$ cat config.mk
export PLATFORM = sky130hd
export DESIGN_NAME = traffic_controller
export DESIGN_NICKNAME = d
export VERILOG_FILES = /design/src/hdl/traffic_pkg.sv /design/src/hdl/lamp_decoder.sv /design/src/hdl/phase_sequencer.sv /design/src/hdl/phase_timer.sv /design/src/hdl/traffic_controller.sv /design/src/hdl/walk_request_latch.sv /design/src/hdl/walk_signal_driver.sv
export SDC_FILE = /design/constraint.sdc
export NUM_CORES = 1
export LEC_CHECK = 0
export ABC_AREA = 1
export BUFFER_PORTS_ARGS = -buffer_cell sky130_fd_sc_hd__buf_2
export CAP_MARGIN = 20
export CORE_MARGIN = 2
export CORE_UTILIZATION = 49
export CTS_BUF_LIST = sky130_fd_sc_hd__clkbuf_2
export CTS_CLUSTER_DIAMETER = 80
export DETAILED_ROUTE_END_ITERATION = 7
export HOLD_SLACK_MARGIN = 0.15
export PLACE_DENSITY_LB_ADDON = 0.15
export SYNTH_ARGS = -nofsm -noshare
export SYNTH_HDL_FRONTEND = slang
export SYNTH_SLANG_ARGS = --single-unit
$ cat constraint.sdc
create_clock -name clk -period 2.2 [get_ports clk]
set_input_delay 0.22 -clock clk [delete_from_list [all_inputs] [get_ports clk]]
set_output_delay 0.22 -clock clk [all_outputs]
set_load 0.05 [all_outputs]
$ cat src/hdl/traffic_pkg.sv
package traffic_pkg;

    // Signal phases of the intersection
    typedef enum logic [3:0] {
        EW_GREEN,
        EW_WALK,
        EW_FLASH,
        EW_CLEAR,
        EW_AMBER,
        ALL_RED_TO_NS,
        NS_ARROW,
        NS_GREEN,
        NS_WALK,
        NS_FLASH,
        NS_CLEAR,
        NS_AMBER,
        ALL_RED_TO_EW
    } phase_t;

    // Phase timer width, enough for durations up to 63
    localparam int TIMER_W = 6;

    // Default phase durations in clock cycles
    localparam int GREEN_CYCLES_DEF   = 60;
    localparam int WALK_CYCLES_DEF    = 10;
    localparam int FLASH_CYCLES_DEF   = 20;
    localparam int CLEAR_CYCLES_DEF   = 30;
    localparam int AMBER_CYCLES_DEF   = 6;
    localparam int ALL_RED_CYCLES_DEF = 2;
    localparam int ARROW_CYCLES_DEF   = 20;
    localparam int FLASH_HALF_DEF     = 2;

    // Walk display segments, hand on bit 5, walker on bits 4..0
    localparam logic [5:0] WALK_SHOW      = 6'b011111;
    localparam logic [5:0] DONT_WALK_SHOW = 6'b100000;
    localparam logic [5:0] WALK_DARK      = 6'b000000;

endpackage

$ cat src/hdl/lamp_decoder.sv
`timescale 1ns/100ps

module lamp_decoder (
    input  traffic_pkg::phase_t phase,
    output logic                northbound_red,
    output logic                northbound_amber,
    output logic                northbound_green,
    output logic                southbound_red,
    output logic                southbound_amber,
    output logic                southbound_green,
    output logic                eastbound_red,
    output logic                eastbound_amber,
    output logic                eastbound_green,
    output logic                westbound_red,
    output logic                westbound_amber,
    output logic                westbound_green,
    output logic [1:0]          southbound_arrow
);

    import traffic_pkg::*;

    logic ew_go;
    logic ew_amber_on;
    logic ns_go;
    logic ns_amber_on;
    logic arrow_on;

    // Green families include walk, flash and clearance phases
    assign ew_go       = phase inside {EW_GREEN, EW_WALK, EW_FLASH, EW_CLEAR};
    assign ew_amber_on = (phase == EW_AMBER);
    assign ns_go       = phase inside {NS_GREEN, NS_WALK, NS_FLASH, NS_CLEAR};
    assign ns_amber_on = (phase == NS_AMBER);
    assign arrow_on    = (phase == NS_ARROW);

    assign eastbound_green  = ew_go;
    assign eastbound_amber  = ew_amber_on;
    assign eastbound_red    = !(ew_go || ew_amber_on);
    assign westbound_green  = ew_go;
    assign westbound_amber  = ew_amber_on;
    assign westbound_red    = !(ew_go || ew_amber_on);

    assign northbound_green = ns_go;
    assign northbound_amber = ns_amber_on;
    assign northbound_red   = !(ns_go || ns_amber_on);

    // Southbound holds amber while its turn arrow runs
    assign southbound_green = ns_go;
    assign southbound_amber = ns_amber_on || arrow_on;
    assign southbound_red   = !(ns_go || ns_amber_on || arrow_on);
    assign southbound_arrow = {2{arrow_on}};

endmodule

$ cat src/hdl/phase_sequencer.sv
`timescale 1ns/100ps

module phase_sequencer (
    input  logic               clk,
    input  logic               reset_bar,
    input  logic               phase_last,
    input  logic               left_turn_request,
    input  logic               ns_pending,
    input  logic               ew_pending,
    output traffic_pkg::phase_t phase,
    output traffic_pkg::phase_t next_phase,
    output logic               phase_load,
    output logic               walk_ns_served,
    output logic               walk_ew_served
);

    import traffic_pkg::*;

    // Advance exactly on the last cycle of the running phase
    assign phase_load = phase_last;

    always_ff @(posedge clk or negedge reset_bar) begin
        if (!reset_bar) begin
            phase <= EW_GREEN;
        end else if (phase_load) begin
            phase <= next_phase;
        end
    end

    // Transition table
    always_comb begin
        case (phase)
            EW_GREEN:      next_phase = EW_AMBER;
            EW_WALK:       next_phase = EW_FLASH;
            EW_FLASH:      next_phase = EW_CLEAR;
            EW_CLEAR:      next_phase = EW_AMBER;
            EW_AMBER:      next_phase = ALL_RED_TO_NS;
            ALL_RED_TO_NS: begin
                // Left turn button is active low and takes priority
                if (!left_turn_request) begin
                    next_phase = NS_ARROW;
                end else if (ns_pending) begin
                    next_phase = NS_WALK;
                end else begin
                    next_phase = NS_GREEN;
                end
            end
            NS_ARROW: begin
                if (ns_pending) begin
                    next_phase = NS_WALK;
                end else begin
                    next_phase = NS_GREEN;
                end
            end
            NS_GREEN:      next_phase = NS_AMBER;
            NS_WALK:       next_phase = NS_FLASH;
            NS_FLASH:      next_phase = NS_CLEAR;
            NS_CLEAR:      next_phase = NS_AMBER;
            NS_AMBER:      next_phase = ALL_RED_TO_EW;
            ALL_RED_TO_EW: begin
                if (ew_pending) begin
                    next_phase = EW_WALK;
                end else begin
                    next_phase = EW_GREEN;
                end
            end
            default:       next_phase = EW_GREEN;
        endcase
    end

    // Serve pulses clear the pending request as its walk phase starts
    assign walk_ns_served = phase_load && (next_phase == NS_WALK);
    assign walk_ew_served = phase_load && (next_phase == EW_WALK);

endmodule

$ cat src/hdl/phase_timer.sv
`timescale 1ns/100ps

module phase_timer #(
    parameter int GREEN_CYCLES   = traffic_pkg::GREEN_CYCLES_DEF,
    parameter int WALK_CYCLES    = traffic_pkg::WALK_CYCLES_DEF,
    parameter int FLASH_CYCLES   = traffic_pkg::FLASH_CYCLES_DEF,
    parameter int CLEAR_CYCLES   = traffic_pkg::CLEAR_CYCLES_DEF,
    parameter int AMBER_CYCLES   = traffic_pkg::AMBER_CYCLES_DEF,
    parameter int ALL_RED_CYCLES = traffic_pkg::ALL_RED_CYCLES_DEF,
    parameter int ARROW_CYCLES   = traffic_pkg::ARROW_CYCLES_DEF
) (
    input  logic                clk,
    input  logic                reset_bar,
    input  logic                phase_load,
    input  traffic_pkg::phase_t next_phase,
    output logic                phase_last
);

    import traffic_pkg::*;

    logic [TIMER_W-1:0] count;
    logic [TIMER_W-1:0] load_value;

    // Duration of the phase about to start
    always_comb begin
        case (next_phase)
            EW_WALK, NS_WALK:             load_value = TIMER_W'(WALK_CYCLES);
            EW_FLASH, NS_FLASH:           load_value = TIMER_W'(FLASH_CYCLES);
            EW_CLEAR, NS_CLEAR:           load_value = TIMER_W'(CLEAR_CYCLES);
            EW_AMBER, NS_AMBER:           load_value = TIMER_W'(AMBER_CYCLES);
            ALL_RED_TO_NS, ALL_RED_TO_EW: load_value = TIMER_W'(ALL_RED_CYCLES);
            NS_ARROW:                     load_value = TIMER_W'(ARROW_CYCLES);
            default:                      load_value = TIMER_W'(GREEN_CYCLES);
        endcase
    end

    // Reset phase is EW_GREEN, so start with the green duration
    always_ff @(posedge clk or negedge reset_bar) begin
        if (!reset_bar) begin
            count <= TIMER_W'(GREEN_CYCLES);
        end else if (phase_load) begin
            count <= load_value;
        end else begin
            count <= count - 1'b1;
        end
    end

    assign phase_last = (count == TIMER_W'(1));

endmodule

$ cat src/hdl/traffic_controller.sv
`timescale 1ns/100ps

module traffic_controller #(
    parameter int GREEN_CYCLES   = traffic_pkg::GREEN_CYCLES_DEF,
    parameter int WALK_CYCLES    = traffic_pkg::WALK_CYCLES_DEF,
    parameter int FLASH_CYCLES   = traffic_pkg::FLASH_CYCLES_DEF,
    parameter int CLEAR_CYCLES   = traffic_pkg::CLEAR_CYCLES_DEF,
    parameter int AMBER_CYCLES   = traffic_pkg::AMBER_CYCLES_DEF,
    parameter int ALL_RED_CYCLES = traffic_pkg::ALL_RED_CYCLES_DEF,
    parameter int ARROW_CYCLES   = traffic_pkg::ARROW_CYCLES_DEF,
    parameter int FLASH_HALF     = traffic_pkg::FLASH_HALF_DEF
) (
    input  logic       clk,
    input  logic       reset_bar,
    // Push-buttons, active low
    input  logic       left_turn_request,
    input  logic       walk_ns_request,
    input  logic       walk_ew_request,
    // Lamps, active high
    output logic       northbound_red,
    output logic       northbound_amber,
    output logic       northbound_green,
    output logic [5:0] northbound_walk_light,
    output logic       eastbound_red,
    output logic       eastbound_amber,
    output logic       eastbound_green,
    output logic [5:0] eastbound_walk_light,
    output logic       southbound_red,
    output logic       southbound_amber,
    output logic       southbound_green,
    output logic [5:0] southbound_walk_light,
    output logic [1:0] southbound_arrow,
    output logic       westbound_red,
    output logic       westbound_amber,
    output logic       westbound_green,
    output logic [5:0] westbound_walk_light
);

    import traffic_pkg::*;

    phase_t phase;
    phase_t next_phase;
    logic   phase_load;
    logic   phase_last;
    logic   walk_ns_served;
    logic   walk_ew_served;
    logic   ns_pending;
    logic   ew_pending;

    phase_sequencer u_sequencer (
        .clk, .reset_bar, .phase_last, .left_turn_request, .ns_pending, .ew_pending,
        .phase, .next_phase, .phase_load, .walk_ns_served, .walk_ew_served
    );

    phase_timer #(
        .GREEN_CYCLES(GREEN_CYCLES), .WALK_CYCLES(WALK_CYCLES),
        .FLASH_CYCLES(FLASH_CYCLES), .CLEAR_CYCLES(CLEAR_CYCLES),
        .AMBER_CYCLES(AMBER_CYCLES), .ALL_RED_CYCLES(ALL_RED_CYCLES),
        .ARROW_CYCLES(ARROW_CYCLES)
    ) u_timer (
        .clk, .reset_bar, .phase_load, .next_phase, .phase_last
    );

    walk_request_latch u_request_latch (
        .clk, .reset_bar, .walk_ns_request, .walk_ew_request,
        .walk_ns_served, .walk_ew_served, .ns_pending, .ew_pending
    );

    lamp_decoder u_lamps (
        .phase,
        .northbound_red, .northbound_amber, .northbound_green,
        .southbound_red, .southbound_amber, .southbound_green,
        .eastbound_red, .eastbound_amber, .eastbound_green,
        .westbound_red, .westbound_amber, .westbound_green,
        .southbound_arrow
    );

    walk_signal_driver #(
        .FLASH_HALF(FLASH_HALF)
    ) u_walk (
        .clk, .reset_bar, .phase,
        .northbound_walk_light, .southbound_walk_light,
        .eastbound_walk_light, .westbound_walk_light
    );

endmodule

$ cat src/hdl/walk_request_latch.sv
`timescale 1ns/100ps

module walk_request_latch (
    input  logic clk,
    input  logic reset_bar,
    input  logic walk_ns_request,
    input  logic walk_ew_request,
    input  logic walk_ns_served,
    input  logic walk_ew_served,
    output logic ns_pending,
    output logic ew_pending
);

    // Buttons are active low; a press on the serving edge keeps the request
    always_ff @(posedge clk or negedge reset_bar) begin
        if (!reset_bar) begin
            ns_pending <= 1'b0;
        end else if (!walk_ns_request) begin
            ns_pending <= 1'b1;
        end else if (walk_ns_served) begin
            ns_pending <= 1'b0;
        end
    end

    always_ff @(posedge clk or negedge reset_bar) begin
        if (!reset_bar) begin
            ew_pending <= 1'b0;
        end else if (!walk_ew_request) begin
            ew_pending <= 1'b1;
        end else if (walk_ew_served) begin
            ew_pending <= 1'b0;
        end
    end

endmodule

$ cat src/hdl/walk_signal_driver.sv
`timescale 1ns/100ps

module walk_signal_driver #(
    parameter int FLASH_HALF = traffic_pkg::FLASH_HALF_DEF
) (
    input  logic                clk,
    input  logic                reset_bar,
    input  traffic_pkg::phase_t phase,
    output logic [5:0]          northbound_walk_light,
    output logic [5:0]          southbound_walk_light,
    output logic [5:0]          eastbound_walk_light,
    output logic [5:0]          westbound_walk_light
);

    import traffic_pkg::*;

    logic [TIMER_W-1:0] flash_cnt;
    logic               flash_on;
    logic               in_flash;
    logic [5:0]         flash_show;

    // Only one road can be flashing at a time, so one counter serves both
    assign in_flash = (phase == NS_FLASH) || (phase == EW_FLASH);

    always_ff @(posedge clk or negedge reset_bar) begin
        if (!reset_bar) begin
            flash_cnt <= '0;
            flash_on  <= 1'b0;
        end else if (!in_flash) begin
            flash_cnt <= '0;
            flash_on  <= 1'b0;
        end else if (flash_cnt == TIMER_W'(FLASH_HALF - 1)) begin
            flash_cnt <= '0;
            flash_on  <= !flash_on;
        end else begin
            flash_cnt <= flash_cnt + 1'b1;
        end
    end

    // Dark half first, then the hand
    assign flash_show = flash_on ? DONT_WALK_SHOW : WALK_DARK;

    assign northbound_walk_light = (phase == NS_WALK)  ? WALK_SHOW :
                                   (phase == NS_FLASH) ? flash_show : DONT_WALK_SHOW;
    assign southbound_walk_light = northbound_walk_light;
    assign eastbound_walk_light  = (phase == EW_WALK)  ? WALK_SHOW :
                                   (phase == EW_FLASH) ? flash_show : DONT_WALK_SHOW;
    assign westbound_walk_light  = eastbound_walk_light;

endmodule

==> results.md <==
- Subtracting the final worst setup slack from the clock period gives 1990 ps.
- The count of inserted antenna diode cells is 0.
- TritonCTS built the clock tree.
- The wire length of the first global-routing pass is 5320 um.
- The total count of max-transition violations in the final report was 0.
- The via count of the first global-routing pass came to 1,269.
- Measured against its own limit, the worst slew margin works out to 0.719.
- In this run, synthesis inferred 0 flip-flops with an integrated enable.
- The routed design has 3060 um of wire.
- The x dimension of the die is 60.7 um.
- For this block, the via count after detailed routing is 1,401.
- For this run, the register share of the synthesized area comes to 0.305.
- The tool flagged a number of max-cap violations equal to 0.
- In the synthesized netlist, the number of instances is 229.
- The gate family responsible for the most delay along the worst path is simple AND/OR/NAND/NOR gates.
- Port buffering added 42 buffers.
- The area added between synthesis and finish is 9.78%.
- In this run the worst path has a maximum fanout of 7.
- The delay contributed by the slowest stage of the critical path is 570 ps.
- The DRC marker count from the first detailed-route iteration is 58.
- The floorplan step defined a core boundary enclosing 3050 um2.
- The leakage power of the design is 0.00101 uW.
- The post-synthesis instance area is 1570 um2.
- The clock transition at the registers of the reported paths is 190 ps.
- The detail route stage leaves a number of antenna-violating nets equal to 0.
- In this run the number of H-tree levels came out at 1.
- For this design the ratio of total power to cell area is 301 nW/um2.
- The worst setup path is launched from a register.
- CTS placed an instance of clkbuf_2 at the clock tree root.
- In the finished design, the share of the clock period the worst path needs comes to 0.902.
- Once layout is complete, the utilization of the core stands at 0.566.
- The critical path class is register to register.
- The design area is 1730 um2.
- The number of different library cells used by synthesis comes to 28.
- Of all flip-flops after synthesis, the portion carrying an async set or reset was 1.00.
- The final setup TNS is 0 ps.
- The final-report setup violation count is 0.
- The number of buffers inserted to repair setup after CTS is 0.
- Of the post-synthesis cell area, the dominant cell type holds 0.238.
- From bottom edge to top edge, the die measures 60.7 um.
- The cell with the most instances after synthesis is nand2_1.
- The post-synthesis average cell area is 6.87 um2.
- The filler cell count in the final layout is 324.
- In the synthesized netlist the dominant register cell turns out to be dfrtp_1.
- The commonest cells after synthesis are 59 x nand2_1, 30 x inv_1, 26 x buf_4.
- The number of sinks handled by clock tree synthesis is 19.
- For this run, the top clock speed supported by timing is 504 MHz.
- dfrtp_1 takes more of the synthesized area than any other cell.
- The arrival time at the worst endpoint is 2220 ps.
- The number of nets handed over by synthesis was 242.
- The initialized floorplan defines 20 standard-cell rows.
- The number of synthesized register bits is 19.
- The worst setup path is captured at a register.
- The transition time of the tightest slew-check pin is 422 ps.
- The initial core utilization is 0.516.
- 43 I/O pins were placed.
- The warning count from the yosys run is 0.
- The detailed-route wire length per cell is 10.3 um.
- Entering global routing, the biggest net connects 20 pins.
- The signal on the critical path passes through inv_2 > nor2_2 > nand2_1 > nand2_1 > nor2_1 > nand3_2 > inv_2 > ha_1 > inv_1 > nand2_1 > inv_1 > nor2_1 > nand2_1 > nand2_1 > nand2_1 > nand2_1.
- Routability-driven placement finished with a final weighted congestion of 0.853.
- The worst clock skew is 4.98 ps.
- The final number of hold-violating endpoints is 0.
- Yosys attributes the largest share of cell area to dfrtp_1 24%, nand2_1 14%, buf_4 12%, inv_1 7.2%, dfstp_2 6.7%.
- The clock buffer count from CTS is 3.
- The most prevalent standard cell on the critical path is nand2_1.
- The number of nets at the end of the flow is 267.
- The maximum VDD drop is 0.000264 V.
- The first TritonRoute pass finished after 4 iterations.
- At the placement stage, the worst setup path has a slack of 212 ps.
- The minimum setup slack in the final design is 215 ps.
- Clock latency on the worst-skew pair, taken at its later pin, is 310 ps.
- For the worst setup path, the data required time is 2430 ps.
- The detailed placement HPWL is 2490 um.
- The maximum number of buffers from clock root to sink is 2.
- The overall die area is 3680 um2.
- Setup repair after global routing left no endpoint under its margin.
- After detailed routing, the number of remaining DRC violations is 0.
- The class of the most critical hold timing path is input port to async pin.
- The initial antenna violation count is 0.
- The run finished with clean final reports.
- Using the TritonRoute via totals, the vias-per-cell ratio works out to 4.72.
- The count of buffer and inverter cells on the critical path is 4.
- The overflow left after global routing is 0.
- In this run the cell area measured after placement is 1670 um2.
- The aggregate global-route resource usage is 0.191.
- The cell at the slowest stage of the critical path is dfrtp_1.
- Of the cells placed in the final design, the portion with a size suffix greater than 1 is 0.296.
[registers in the layout, summed over array words and instances (netlist names)]
register and flops:
u_request_latch.ew_pending 1, u_request_latch.ns_pending 1, u_sequencer.phase 4, u_timer.count 6, u_walk.flash_cnt 6, u_walk.flash_on 1
[cell type report]
class	instances	area (um2)	area share
Multi-Input combinational cell	149	788	0.456
Sequential cell	19	482	0.279
Timing Repair Buffer	47	255	0.148
Inverter	34	128	0.0739
Tap cell	44	55.1	0.0319
Clock buffer	3	15.0	0.00869
Clock inverter	1	5.00	0.00290
[cell usage in the layout (no fill, tap or decap), drive strengths merged]
cell type,instances
nand4,1
buf,44
ha,8
dfstp,4
o21a,1
nor3b,3
and3,1
a21oi,6
clkinv,1
or2,1
a31oi,1
inv,34
nand2,61
o22ai,2
dfrtp,15
xor2,1
nand3,12
nor4,1
nor3,2
dlygate4sd3,3
nor2,32
clkbuf,3
o21ai,14
o211ai,2
[per-layer routing]
layer  vias to the layer above  global-route usage  part of all wire
met4                         0              0.0466            0.0062
met5                         -                   0                 0
li1                        744                   -                 -
met2                        42               0.321              0.44
met1                       613               0.259              0.50
met3                         2              0.0320             0.049
[metrics by stage]
step	hold slack (ps)	power, uW	std cells
6_report	336	520	297
5_1_grt	346	548	297
4_1_cts	334	530	297
3_5_place_dp	182	367	290
3_3_place_gp	189	367	290
2_1_floorplan	-75.6	357	229
[logic make-up after synthesis]
| group | Yosys count | share of synthesized area |
|---|---|---|
| adders and majority gates | 8 | 0.0636 |
| xor gates and xnor gates | 1 | 0.00557 |
| DFF | 19 | 0.305 |
| AOI/OAI and AO/OA | 26 | 0.0898 |
| buffers and inverters | 61 | 0.208 |
| and+or+nand+nor | 114 | 0.328 |
[final timing paths]
kind | endpoint | startpoint | cells after the start | slack (ps)
max | u_timer.count[1] | u_sequencer.phase[3] | 16 | 210
min | u_walk.flash_cnt[2] | reset_bar | 2 | 340
max reg2reg | u_timer.count[1] | u_sequencer.phase[3] | 16 | 210
min reg2reg | u_walk.flash_cnt[0] | u_walk.flash_cnt[0] | 1 | 520
max in group asynchronous | u_timer.count[4] | reset_bar | 2 | 1530
min in group clk | u_sequencer.phase[3] | left_turn_request | 5 | 430
[where the power goes]
group / internal (uW) / total, uW / switching, uW
clock network: 41.2 / 155 / 114
logic: 6.21 / 14.8 / 8.58
registers: 350 / 350 / 0.0000000000000504
total: 398 / 520 / 122
[repair_timing]
item / CTS / global route
endpoints found under the setup margin: 0 / 2
hold buffers: 3 / 0
resized for setup: 0 / 3
endpoints found under the hold margin: 21 / 0
Power figures use the tool's default switching activity.
